### src/smartnic_pkg.sv
package smartnic_pkg;

    // ========================================================================
    // Port numbering
    // ========================================================================

    // Switch side ingress/egress ports seen by the core
    localparam int NUM_PORTS = 4;

    // Port number carried on tid (ingress) and tdest (egress)
    typedef logic [$clog2(NUM_PORTS)-1:0] port_t;

    // ========================================================================
    // Stream geometry
    // ========================================================================

    // Bits per tkeep lane
    localparam int BYTE_WID = 8;

    // Default tdata width in bytes, one tkeep bit per byte
    localparam int DEFAULT_DATA_BYTE_WID = 8;

endpackage : smartnic_pkg

### src/steer_reg_pkg.sv
package steer_reg_pkg;
    import smartnic_pkg::*;

    // ========================================================================
    // Register word and address types
    // ========================================================================

    typedef logic [7:0]  reg_addr_t;
    typedef logic [31:0] reg_data_t;

    // One route table entry per ingress port
    typedef struct packed {
        logic  drop;
        port_t dest;
    } route_entry_t;

    // ========================================================================
    // Register map
    // ========================================================================

    // Global control, bit 0 enables forwarding
    localparam reg_addr_t CTRL_ADDR       = 8'h00;
    localparam int        CTRL_ENABLE_BIT = 0;

    // Per-port blocks, one word per port
    localparam reg_addr_t ROUTE_BASE    = 8'h10;
    localparam reg_addr_t FWD_CNT_BASE  = 8'h20;
    localparam reg_addr_t DROP_CNT_BASE = 8'h30;
    localparam int        REG_STRIDE    = 4;

    // Route entry fields within a register word
    localparam int ROUTE_DROP_BIT = 8;
    localparam int ROUTE_DEST_LSB = 0;

endpackage : steer_reg_pkg

### src/axis_if.sv
`timescale 1ns/1ps

interface axis_if import smartnic_pkg::*; #(
    parameter int DATA_BYTE_WID = DEFAULT_DATA_BYTE_WID
) ();

    logic                              tvalid;
    logic                              tready;
    logic [DATA_BYTE_WID*BYTE_WID-1:0] tdata;
    logic [DATA_BYTE_WID-1:0]          tkeep;
    logic                              tlast;
    port_t                             tid;
    port_t                             tdest;

    // Upstream side, drives the beat
    modport source (
        output tvalid, tdata, tkeep, tlast, tid, tdest,
        input  tready
    );

    // Downstream side, applies back-pressure
    modport sink (
        input  tvalid, tdata, tkeep, tlast, tid, tdest,
        output tready
    );

endinterface : axis_if

### src/steer_cfg_if.sv
`timescale 1ns/1ps

interface steer_cfg_if import smartnic_pkg::*, steer_reg_pkg::*; ();

    // Configuration from the register block
    logic         enable;
    route_entry_t route [NUM_PORTS];

    // Per-packet events from the datapath, one cycle each
    logic         fwd_pulse;
    logic         drop_pulse;
    port_t        event_port;

    modport regs (
        output enable, route,
        input  fwd_pulse, drop_pulse, event_port
    );

    modport datapath (
        input  enable, route,
        output fwd_pulse, drop_pulse, event_port
    );

endinterface : steer_cfg_if

### src/steer_regs.sv
`timescale 1ns/1ps

module steer_regs import smartnic_pkg::*, steer_reg_pkg::*; (
    input  logic        axil_if,
    input  logic        arst_n,

    // AXI-Lite write
    input  logic        awvalid,
    output logic        awready,
    input  reg_addr_t   awaddr,
    input  logic        wvalid,
    output logic        wready,
    input  reg_data_t   wdata,
    output logic        bvalid,
    input  logic        bready,
    output logic [1:0]  bresp,

    // AXI-Lite read
    input  logic        arvalid,
    output logic        arready,
    input  reg_addr_t   araddr,
    output logic        rvalid,
    input  logic        rready,
    output reg_data_t   rdata,
    output logic [1:0]  rresp,

    steer_cfg_if.regs   cfg
);

    // Word index and block base within the map
    localparam int IDX_LSB = $clog2(REG_STRIDE);
    localparam int BLK_LSB = IDX_LSB + $bits(port_t);

    logic         enable_q;
    route_entry_t route_q    [NUM_PORTS];
    reg_data_t    fwd_cnt    [NUM_PORTS];
    reg_data_t    drop_cnt   [NUM_PORTS];

    logic         wr_fire;
    logic         wr_is_ctrl;
    reg_addr_t    wr_blk;
    port_t        wr_idx;
    logic         rd_fire;
    logic         rd_is_ctrl;
    reg_addr_t    rd_blk;
    port_t        rd_idx;
    reg_data_t    rd_word;

    // ========================================================================
    // Address decode
    // ========================================================================

    assign wr_is_ctrl = (awaddr >> IDX_LSB) == (CTRL_ADDR >> IDX_LSB);
    assign wr_blk     = reg_addr_t'((awaddr >> BLK_LSB) << BLK_LSB);
    assign wr_idx     = port_t'(awaddr >> IDX_LSB);

    assign rd_is_ctrl = (araddr >> IDX_LSB) == (CTRL_ADDR >> IDX_LSB);
    assign rd_blk     = reg_addr_t'((araddr >> BLK_LSB) << BLK_LSB);
    assign rd_idx     = port_t'(araddr >> IDX_LSB);

    // ========================================================================
    // Handshakes
    // ========================================================================

    // Address and data taken together, only with no response pending
    assign wr_fire = awvalid && wvalid && !bvalid;
    assign awready = wr_fire;
    assign wready  = wr_fire;

    assign arready = !rvalid;
    assign rd_fire = arvalid && arready;

    assign bresp = 2'b00;
    assign rresp = 2'b00;

    always_ff @(posedge axil_if or negedge arst_n) begin
        if (!arst_n) begin
            bvalid <= 1'b0;
            rvalid <= 1'b0;
        end else begin
            if (wr_fire) begin
                bvalid <= 1'b1;
            end else if (bready) begin
                bvalid <= 1'b0;
            end
            if (rd_fire) begin
                rvalid <= 1'b1;
            end else if (rready) begin
                rvalid <= 1'b0;
            end
        end
    end

    // ========================================================================
    // Configuration and counters
    // ========================================================================

    always_ff @(posedge axil_if or negedge arst_n) begin
        if (!arst_n) begin
            enable_q <= 1'b0;
            for (int i = 0; i < NUM_PORTS; i++) begin
                route_q[i]  <= '0;
                fwd_cnt[i]  <= '0;
                drop_cnt[i] <= '0;
            end
        end else begin
            // Counter blocks are read only
            if (wr_fire) begin
                if (wr_is_ctrl) begin
                    enable_q <= wdata[CTRL_ENABLE_BIT];
                end else if (wr_blk == ROUTE_BASE) begin
                    route_q[wr_idx].drop <= wdata[ROUTE_DROP_BIT];
                    route_q[wr_idx].dest <= wdata[ROUTE_DEST_LSB +: $bits(port_t)];
                end
            end
            if (cfg.fwd_pulse) begin
                fwd_cnt[cfg.event_port] <= fwd_cnt[cfg.event_port] + 1'b1;
            end
            if (cfg.drop_pulse) begin
                drop_cnt[cfg.event_port] <= drop_cnt[cfg.event_port] + 1'b1;
            end
        end
    end

    assign cfg.enable = enable_q;
    assign cfg.route  = route_q;

    // Read mux, holes in the map read as zero
    always_comb begin
        rd_word = '0;
        if (rd_is_ctrl) begin
            rd_word[CTRL_ENABLE_BIT] = enable_q;
        end else begin
            case (rd_blk)
                ROUTE_BASE: begin
                    rd_word[ROUTE_DROP_BIT]                    = route_q[rd_idx].drop;
                    rd_word[ROUTE_DEST_LSB +: $bits(port_t)] = route_q[rd_idx].dest;
                end
                FWD_CNT_BASE:  rd_word = fwd_cnt[rd_idx];
                DROP_CNT_BASE: rd_word = drop_cnt[rd_idx];
                default:       rd_word = '0;
            endcase
        end
    end

    always_ff @(posedge axil_if) begin
        if (rd_fire) begin
            rdata <= rd_word;
        end
    end

    // ========================================================================
    // Assertions
    // ========================================================================

    a_bvalid_hold : assert property (
        @(posedge axil_if) disable iff (!arst_n)
        bvalid && !bready |=> bvalid
    );

    // A packet is either forwarded or dropped, never both
    a_pulse_excl : assert property (
        @(posedge axil_if) disable iff (!arst_n)
        !(cfg.fwd_pulse && cfg.drop_pulse)
    );

endmodule : steer_regs

### src/port_steer.sv
`timescale 1ns/1ps

module port_steer import smartnic_pkg::*, steer_reg_pkg::*; #(
    parameter int DATA_BYTE_WID = DEFAULT_DATA_BYTE_WID
) (
    input  logic            axil_if,
    input  logic            arst_n,
    axis_if.sink            axis_in,
    axis_if.source          axis_out,
    steer_cfg_if.datapath   cfg
);

    localparam int DATA_WID = DATA_BYTE_WID * BYTE_WID;

    // Packet state
    logic                     in_pkt;
    logic                     fwd_q;
    port_t                    dest_q;

    // Decision for the current beat
    route_entry_t             head_entry;
    logic                     head_fwd;
    logic                     first_beat;
    logic                     cur_fwd;
    port_t                    cur_dest;
    logic                     in_xfer;

    // Output register
    logic                     out_valid;
    logic [DATA_WID-1:0]      out_data;
    logic [DATA_BYTE_WID-1:0] out_keep;
    logic                     out_last;
    port_t                    out_id;
    port_t                    out_dest;

    // ========================================================================
    // Route lookup
    // ========================================================================

    assign first_beat = !in_pkt;
    assign head_entry = cfg.route[axis_in.tid];
    assign head_fwd   = cfg.enable && !head_entry.drop;

    // Head of packet uses live config, later beats the latched decision
    assign cur_fwd  = first_beat ? head_fwd : fwd_q;
    assign cur_dest = first_beat ? head_entry.dest : dest_q;

    // Dropped beats never wait on the output
    assign axis_in.tready = cur_fwd ? (!out_valid || axis_out.tready) : 1'b1;
    assign in_xfer        = axis_in.tvalid && axis_in.tready;

    always_ff @(posedge axil_if or negedge arst_n) begin
        if (!arst_n) begin
            in_pkt <= 1'b0;
            fwd_q  <= 1'b0;
            dest_q <= '0;
        end else if (in_xfer) begin
            in_pkt <= !axis_in.tlast;
            if (first_beat) begin
                fwd_q  <= head_fwd;
                dest_q <= head_entry.dest;
            end
        end
    end

    // One event per packet, on the accepted head beat
    assign cfg.fwd_pulse  = in_xfer && first_beat && head_fwd;
    assign cfg.drop_pulse = in_xfer && first_beat && !head_fwd;
    assign cfg.event_port = axis_in.tid;

    // ========================================================================
    // Output register
    // ========================================================================

    always_ff @(posedge axil_if or negedge arst_n) begin
        if (!arst_n) begin
            out_valid <= 1'b0;
        end else if (in_xfer && cur_fwd) begin
            out_valid <= 1'b1;
        end else if (axis_out.tready) begin
            out_valid <= 1'b0;
        end
    end

    always_ff @(posedge axil_if) begin
        if (in_xfer && cur_fwd) begin
            out_data <= axis_in.tdata;
            out_keep <= axis_in.tkeep;
            out_last <= axis_in.tlast;
            out_id   <= axis_in.tid;
            out_dest <= cur_dest;
        end
    end

    assign axis_out.tvalid = out_valid;
    assign axis_out.tdata  = out_data;
    assign axis_out.tkeep  = out_keep;
    assign axis_out.tlast  = out_last;
    assign axis_out.tid    = out_id;
    assign axis_out.tdest  = out_dest;

    // ========================================================================
    // Assertions
    // ========================================================================

    // Stalled beat must not change until taken
    a_out_stable : assert property (
        @(posedge axil_if) disable iff (!arst_n)
        axis_out.tvalid && !axis_out.tready |=>
            axis_out.tvalid && $stable(axis_out.tdata) && $stable(axis_out.tkeep) &&
            $stable(axis_out.tlast) && $stable(axis_out.tid) && $stable(axis_out.tdest)
    );

endmodule : port_steer

### src/steer_core.sv
`timescale 1ns/1ps

module steer_core import smartnic_pkg::*, steer_reg_pkg::*; #(
    parameter int DATA_BYTE_WID = DEFAULT_DATA_BYTE_WID
) (
    input  logic                              axil_if,
    input  logic                              arst_n,

    // AXI-Lite management
    input  logic                              awvalid,
    output logic                              awready,
    input  reg_addr_t                         awaddr,
    input  logic                              wvalid,
    output logic                              wready,
    input  reg_data_t                         wdata,
    output logic                              bvalid,
    input  logic                              bready,
    output logic [1:0]                        bresp,
    input  logic                              arvalid,
    output logic                              arready,
    input  reg_addr_t                         araddr,
    output logic                              rvalid,
    input  logic                              rready,
    output reg_data_t                         rdata,
    output logic [1:0]                        rresp,

    // Stream from the switch
    input  logic                              s_tvalid,
    output logic                              s_tready,
    input  logic [DATA_BYTE_WID*BYTE_WID-1:0] s_tdata,
    input  logic [DATA_BYTE_WID-1:0]          s_tkeep,
    input  logic                              s_tlast,
    input  port_t                             s_tid,

    // Stream to the core
    output logic                              m_tvalid,
    input  logic                              m_tready,
    output logic [DATA_BYTE_WID*BYTE_WID-1:0] m_tdata,
    output logic [DATA_BYTE_WID-1:0]          m_tkeep,
    output logic                              m_tlast,
    output port_t                             m_tid,
    output port_t                             m_tdest
);

    axis_if #(.DATA_BYTE_WID(DATA_BYTE_WID)) axis_in  ();
    axis_if #(.DATA_BYTE_WID(DATA_BYTE_WID)) axis_out ();
    steer_cfg_if                             cfg      ();

    // Ingress has no destination yet
    assign axis_in.tvalid = s_tvalid;
    assign axis_in.tdata  = s_tdata;
    assign axis_in.tkeep  = s_tkeep;
    assign axis_in.tlast  = s_tlast;
    assign axis_in.tid    = s_tid;
    assign axis_in.tdest  = '0;
    assign s_tready       = axis_in.tready;

    assign m_tvalid        = axis_out.tvalid;
    assign m_tdata         = axis_out.tdata;
    assign m_tkeep         = axis_out.tkeep;
    assign m_tlast         = axis_out.tlast;
    assign m_tid           = axis_out.tid;
    assign m_tdest         = axis_out.tdest;
    assign axis_out.tready = m_tready;

    steer_regs u_regs (
        .axil_if (axil_if),
        .arst_n  (arst_n),
        .awvalid (awvalid),
        .awready (awready),
        .awaddr  (awaddr),
        .wvalid  (wvalid),
        .wready  (wready),
        .wdata   (wdata),
        .bvalid  (bvalid),
        .bready  (bready),
        .bresp   (bresp),
        .arvalid (arvalid),
        .arready (arready),
        .araddr  (araddr),
        .rvalid  (rvalid),
        .rready  (rready),
        .rdata   (rdata),
        .rresp   (rresp),
        .cfg     (cfg.regs)
    );

    port_steer #(
        .DATA_BYTE_WID (DATA_BYTE_WID)
    ) u_steer (
        .axil_if  (axil_if),
        .arst_n   (arst_n),
        .axis_in  (axis_in.sink),
        .axis_out (axis_out.source),
        .cfg      (cfg.datapath)
    );

endmodule : steer_core

### config.mk
export PLATFORM = sky130hd
export DESIGN_NAME = steer_core
export DESIGN_NICKNAME = d
export VERILOG_FILES = /design/src/smartnic_pkg.sv /design/src/steer_reg_pkg.sv /design/src/axis_if.sv /design/src/steer_cfg_if.sv /design/src/steer_regs.sv /design/src/port_steer.sv /design/src/steer_core.sv
export SDC_FILE = /design/constraint.sdc
export NUM_CORES = 1
export LEC_CHECK = 0
export BUFFER_PORTS_ARGS = -buffer_cell sky130_fd_sc_hd__buf_2
export CAP_MARGIN = 20
export CELL_PAD_IN_SITES_DETAIL_PLACEMENT = 0
export CELL_PAD_IN_SITES_GLOBAL_PLACEMENT = 1
export CORE_MARGIN = 1.5
export CORE_UTILIZATION = 25
export CTS_BUF_LIST = sky130_fd_sc_hd__clkbuf_4 sky130_fd_sc_hd__clkbuf_8 sky130_fd_sc_hd__clkbuf_16
export CTS_CLUSTER_DIAMETER = 150
export DETAILED_ROUTE_END_ITERATION = 8
export PLACE_DENSITY_LB_ADDON = 0.05
export REMOVE_ABC_BUFFERS = 1
export SYNTH_ARGS = -nofsm -noshare
export SYNTH_HDL_FRONTEND = slang
export SYNTH_SLANG_ARGS = --single-unit
export TNS_END_PERCENT = 50
### constraint.sdc
create_clock -name axil_if -period 4.4 [get_ports axil_if]
set_input_delay 0.44 -clock axil_if [delete_from_list [all_inputs] [get_ports axil_if]]
set_output_delay 0.44 -clock axil_if [all_outputs]
set_load 0.1 [all_outputs]
==> Word-level counts from Yosys, hierarchy flattened <==
Cells that the tools add are included.
{ "word_totals": {"reg_bits": 385} }
{ "op_classes": {"n_mux": 42, "bitwise": 4, "n_lt_le_gt_ge": 5, "reduce_logical": 26, "n_addsub": 2, "eq_ne": 4} }
{ "op_table": {"columns": ["cell", "n"], "rows": [
  ["$mux W32", 9],
  ["$bmux W32 S2", 4],
  ["$bwmux W128", 2],
  ["$add A32 B1 Y32 const B", 2],
  ["$demux W32 S2", 1],
  ["$pmux W23 S2", 1],
  ["$bwmux W12", 2],
  ["$logic_not A8 Y1", 2],
  ["$mux W3", 5],
  ["$bmux W3 S2", 2],
  ["$demux W3 S2", 2],
  ["$pmux W6 S2", 1],
  ["$logic_and A1 B1 Y1", 11],
  ["$ge A3 B3 Y1 const B", 3],
  ["$mux W1", 9],
  ["$not A2 Y3", 3],
  ["$eq A4 B1 Y1 const B", 2],
  ["$eq A4 B2 Y1 const B", 2],
  ["$logic_not A1 Y1", 7],
  ["$lt A3 B1 Y1 const B", 2],
  ["$pmux W2 S3", 1],
  ["$reduce_bool A2 Y1", 3],
  ["$mux W2", 2],
  ["$pmux W1 S3", 1],
  ["other kinds (4)", 4]
]} }

==> Depth between registers and ports, before layout <==
{ "depth": {"ltp_word": 11, "depth_mapped": 12, "ltp_nobuf": 8} }

==> Cells and area by module <==
Synthesis repeated with hierarchy kept, for this count alone.
{ "hier_totals": {"hier_cells": 1441, "hier_area_um2": 18366.4} }
{ "modules_own_cells": {"columns": ["mod", "cells_per_inst", "area_per_inst_um2", "seq_area_each_um2", "instances"], "rows": [
  ["steer_regs", 1322, 15660.0, 7742.4, 1],
  ["port_steer", 118, 2702.6, 2437.3, 1],
  ["steer_core", 1, 3.8, 0.0, 1]
]} }

==> Worst setup path before layout <==
Ideal clock, no wire load.
{ "synth_path": {"path_type": "in2reg", "startpoint": "input port s_tid[0]", "endpoint": "register u_steer.out_data[0] (netlist: u_steer.axis_out.tdata[0]), enable pin", "stages": 5, "setup_slack_ps": -880, "t_arrival_ps": 4765, "path_buffers": 2, "setup_ps": 514, "cell_sequence": "buf_6 -> buf_12 -> mux4_1 -> o31a_1 -> nor2_1"} }
{ "synth_between": {"elab_chain_cells": 10} }
{ "synth_rtl": {"columns": ["item", "line", "text"], "rows": [
  ["from (decl)", "steer_core.sv:33", "input port_t s_tid,"],
  ["$not A2 Y3 (not written as such) *", "port_steer.sv:41", "assign head_entry = cfg.route[axis_in.tid];"],
  ["$bmux W3 S2 *", "port_steer.sv:41", null],
  ["$mux W3 (not written as such) * (2 in a row)", "port_steer.sv:41", null],
  ["$logic_not A1 Y1 *", "port_steer.sv:42", "assign head_fwd = cfg.enable && !head_entry.drop;"],
  ["$logic_and A1 B1 Y1 *", "port_steer.sv:42", null],
  ["$mux W1 *", "port_steer.sv:45", "assign cur_fwd = first_beat ? head_fwd : fwd_q;"],
  ["$mux W1", "port_steer.sv:49", "assign axis_in.tready = cur_fwd ? (!out_valid || axis_out.tready) : 1'b1;"],
  ["$logic_and A1 B1 Y1", "port_steer.sv:50", "assign in_xfer = axis_in.tvalid && axis_in.tready;"],
  ["$logic_and A1 B1 Y1 *", "port_steer.sv:86", "if (in_xfer && cur_fwd) begin"],
  ["to (signal assigned)", "port_steer.sv:87", "out_data <= axis_in.tdata;"],
  ["to (decl)", "port_steer.sv:30", "logic [DATA_WID-1:0] out_data;"]
]} }
Every way passes the cells marked *; elsewhere a longest branch is shown, timed or not. The select of a mux whose other input is x is not followed.
A chain may end at the register's enable or synchronous reset.

==> Worst setup path after layout <==
{ "layout_path": {"startpoint": "register u_regs.drop_cnt[64] (netlist bit)", "endpoint": "register u_regs.drop_cnt[54] (netlist bit)"} }
{ "layout_between": {"elab_chain_cells": 5} }
{ "layout_rtl": {"columns": ["item", "line", "text"], "rows": [
  ["from (decl)", "steer_regs.sv:37", "reg_data_t drop_cnt [NUM_PORTS];"],
  ["from (signal, indexed assignment)", "steer_regs.sv:120", "drop_cnt[cfg.event_port] <= drop_cnt[cfg.event_port] + 1'b1;"],
  ["$bmux W32 S2", "steer_regs.sv:120", null],
  ["$mux W32 (not written as such) (2 in a row)", "steer_regs.sv:120", null],
  ["$add A32 B1 Y32", "steer_regs.sv:120", null],
  ["$bwmux W128", "steer_regs.sv:120", null]
]} }
No other way between the ends. The select of a mux whose other input is x is not followed.

==> impl_results.md <==
- Run status: finished, violations left
- Failing checks: design-rule violations
- Clock Tree Root: clkbuf_16
- Number of buffers inserted to repair setup after CTS: 0
- Final worst path period need: ~3.1 ns
- Wire length of the first global-routing pass: just under 90,000 microns
- Transition time at the pin with the least slew margin: 1.03 ns
- Placed insts: ~2,500
- Number of detailed-route iterations in the first pass: 7
- Count of input and output buffers: about 210
- Area of the mapped netlist: around 0.018 sq mm
- Max capacitance violation total: 0
- Kind of launch point of the worst setup path: register
- Crit-path cells: mux4_2 -> ha_1 -> nand2_1 -> o22ai_2 -> and4b_1 -> or4b_1 -> xor2_1 -> a21oi_1
- Number of antenna violations at the first check in global routing: 1
- R2r startpoint: u_regs.drop_cnt[64]$_DFFE_PN0P_
- Async set-or-reset flop fraction in the synthesized netlist: ~72%
- Total gr overflow: 0
- Synthesized instance count: between 1,000 and 1,500
- Netlist cell types: 55
- Num rows: 99
- Number of CTS-inserted buffers: 49
- Average instance area after synthesis: approximately 13 sq um
- Number of failing hold endpoints at the final stage: 0
- Path depth of the worst reg2reg path: 8
- Number of DRC violations after detailed routing: 38
- Final Core Density: 31.4%
- Leakage power: 9.35 nW
- Vertical extent of the die: approximately 270 microns
- Final weighted congestion in routability-driven placement: between 0.7 and 0.8
- Final count of negative-setup-slack endpoints: 0
- CTS tree: done
- Total number of vias: 12,400
- Insertion delay to the later sink of the worst-skew pair: 0.60 ns
- Drt total wl: between 50,000 and 60,000 microns
- Final period utilization: 70.2%
- Worst-case clock skew: about 0.028 ns
- Starting utilization of the core area: 25.3%
- Clock transition time at the flip-flop clock pins of the worst setup and hold paths: about 0.06 ns
- Top Ports: roughly 250
- Post-route worst hold slack: 0.0486 ns
- Reg-to-reg slack, setup: 1.31 ns
- Count of nets after finishing: 1,837
- Maximum number of pins on one net before global-route repair: between 90 and 100
- Number of synthesized flops with an enable pin: between 100 and 150
- Largest vdd supply drop: between 0.3 and 0.4 mV
- Vias per cell: ~4.6
- CP Capture Type: register
- Areal power density over the cells: around 490 mW/mm^2
- HPWL Detailed: 38,500 microns
- Routed length per instance: between 20 and 25 microns
- Highest net fanout along the worst path: 7
- Detailed Route Iter0 Violations: roughly 690
- Clock Tree Buf Depth: 3
- Unrepaired setup endpoints after global routing: no
- Critical Path Start: u_regs.drop_cnt[64]$_DFFE_PN0P_
- Highest achievable clock rate: approximately 320 MHz
- Global router's overall resource usage: between 10% and 20%
- Critical-path cell with the highest stage delay: and4b_1
- Yosys warning count: 0
- Worst-case headroom to the max-slew limit: ~31%
- Flip-flop cell with the highest count after synthesis: dfrtp_1
- Kind of critical path: reg2reg
- Count of nets left with antenna violations after detail routing: 0
- Data required time at the worst endpoint: a little under 5 ns
- Arrival time reported for the critical path endpoint: roughly 3.5 ns
- Crit path to: u_regs.drop_cnt[54]$_DFFE_PN0P_
- Die Width: 275 microns
- Layout cell share with drive strength beyond 1: just under 30%
- Clock Sinks: ~390
- H-tree Lvls: 2
- Core area: 0.0731 sq mm
- Class of the worst hold path: in2reg
- Pins over their slew limit: 0
- Quantity of gates resized following cts: 0
- Fin cells: between 2,000 and 3,000
- Endpoint of the worst-slack reg-to-reg timing path: u_regs.drop_cnt[54]$_DFFE_PN0P_
- Number of filler instances in the final layout: 7,405
- Via count of the first global-routing pass: ~13,000
- Die ar.: roughly 0.076 sq mm
- CP peak stage delay: roughly 0.58 ns
- Final antenna diode count: 0
- Post-synthesis to final-layout area growth: 24.3%
- Sequential element share of the synthesized area: a little under three fifths
- Synthesized flop and latch total: a little under 400
[critical path: cells and delay by family (launching register included)]
| family | cells | cell delay [ns] |
|---|---|---|
| AND/OR/NAND/NOR | 3 | 1.21 |
| multiplexers | 1 | 0.35 |
| AO/OA/AOI/OAI | 2 | 0.41 |
| XOR/XNOR | 1 | 0.33 |
| adder cells (fa/ha/maj) | 1 | 0.25 |
| flip-flops | 1 | 0.37 |
[flip-flops by register name, summed over array words and instances (netlist names), 2 cells and up]
| name | flops |
|---|---|
| u_steer.dest_q | 2 |
| u_steer.axis_out.tdata | 64 |
| u_regs.cfg.route | 12 |
| u_steer.axis_out.tkeep | 8 |
| u_steer.axis_out.tdest | 2 |
| u_regs.fwd_cnt | 128 |
| u_regs.rdata | 32 |
| u_steer.axis_out.tid | 2 |
| u_regs.drop_cnt | 128 |
[cell usage after synthesis, types with 7 or more instances]
cell type    n  area [sq um]
dfrtp_1    276          6910
nor2_1     175           657
nand2_1    142           533
a21oi_1    120           601
mux4_2     112          2520
edfxtp_1   109          3270
o21ai_0     87           435
clkbuf_1    53           199
mux2_2      42           473
xor2_1      34           298
mux2i_1     31           310
o21ai_1     25           125
xnor2_1     24           210
mux4_1      22           578
buf_2       21           105
nand3_1     20           100
nand4_1     19           119
buf_4       10          75.1
inv_1        9          33.8
nand3b_1     7          52.6
[layout by cell type (no fill, tap or decap), types with 5 or more instances in the layout]
master,count
dfrtp_1,276
a21oi_1,120
clkinv_1,12
clkbuf_16,49
buf_12,9
nor3_1,6
clkbuf_4,6
dlygate4sd3_1,69
xnor2_1,24
xor2_1,34
bufinv_16,6
nor2_1,174
edfxtp_1,109
and2_1,5
mux2i_1,31
inv_1,9
buf_4,33
nand3_1,20
mux4_1,22
o21ai_0,87
clkinv_2,10
and3_1,5
nand2_1,140
nand4_1,19
mux2_2,42
buf_2,209
mux4_2,112
nand3b_1,7
o21ai_1,25
[where the power goes]
part	switching, mW	internal, mW
registers	0.427	4.28
clock network	1.62	2.46
logic	1.52	1.03
[per-layer routing]
metal  global-route usage [%]  up-vias  part of all wire (%)
li1                         -     5806                     -
met1                     22.3     6274                    47
met2                     26.0      289                    46
met3                     2.66       68                   4.8
met4                     3.70        0                   1.7
met5                        0        -                     0
[stage by stage]
stage               setup TNS, ns  instance area, sq um  worst slack, ns  total power, mW
finish                          0                 23000             1.31             11.3
CTS                             0                 23000             1.23             11.6
detailed placement              0                 20700            0.657             7.31
global placement                0                 20700            0.675             7.28
global route                    0                 23000             1.12             12.0
floorplan                  -81.95                 18000           -0.687             6.46
[how the worst min path moves through the flow]
stage	from	end	slack (ns)	cells past startpoint
2_1_floorplan	arst_n	u_regs.bvalid$_DFFE_PN0P_	0.14	0
3_3_place_gp	u_steer.fwd_q$_DFFE_PN0N_	u_steer.fwd_q$_DFFE_PN0N_	0.47	1
3_5_place_dp	u_steer.fwd_q$_DFFE_PN0N_	u_steer.fwd_q$_DFFE_PN0N_	0.47	1
4_1_cts	s_tdata[31]	u_steer.axis_out.tdata[31]$_DFFE_PP_	0.007	1
5_1_grt	s_tdata[10]	u_steer.axis_out.tdata[10]$_DFFE_PP_	0.01	1
6_report	s_tdata[10]	u_steer.axis_out.tdata[10]$_DFFE_PP_	0.05	1
[layout make-up]
cell class | count | area, sq um | share of cell area (%)
inverters | 9 | 33.8 | 0.147
multi-input cells | 937 | 7780 | 33.9
clock inverters | 30 | 293 | 1.27
flip-flops and latches | 385 | 10200 | 44.3
clock buffers | 58 | 1310 | 5.71
repair buffers | 321 | 2180 | 9.49
well taps | 959 | 1200 | 5.22
[cells by family after synthesis]
kind of cell    share of synthesized area (%)
simple gates                             10.8
flops                                    55.1
compound gates                           6.76
mux                                      21.2
buf+inv                                  3.11
xor+xnor                                 2.92
fa+ha+maj                               0.135
other cells                            0.0203
[what timing repair did]
| action | in CTS | in global routing |
|---|---|---|
| hold buffers | 69 | 0 |
| hold endpoints to repair | 156 | 0 |
| endpoints found under the setup margin | 0 | 0 |
(Power assumes the default switching activity.)
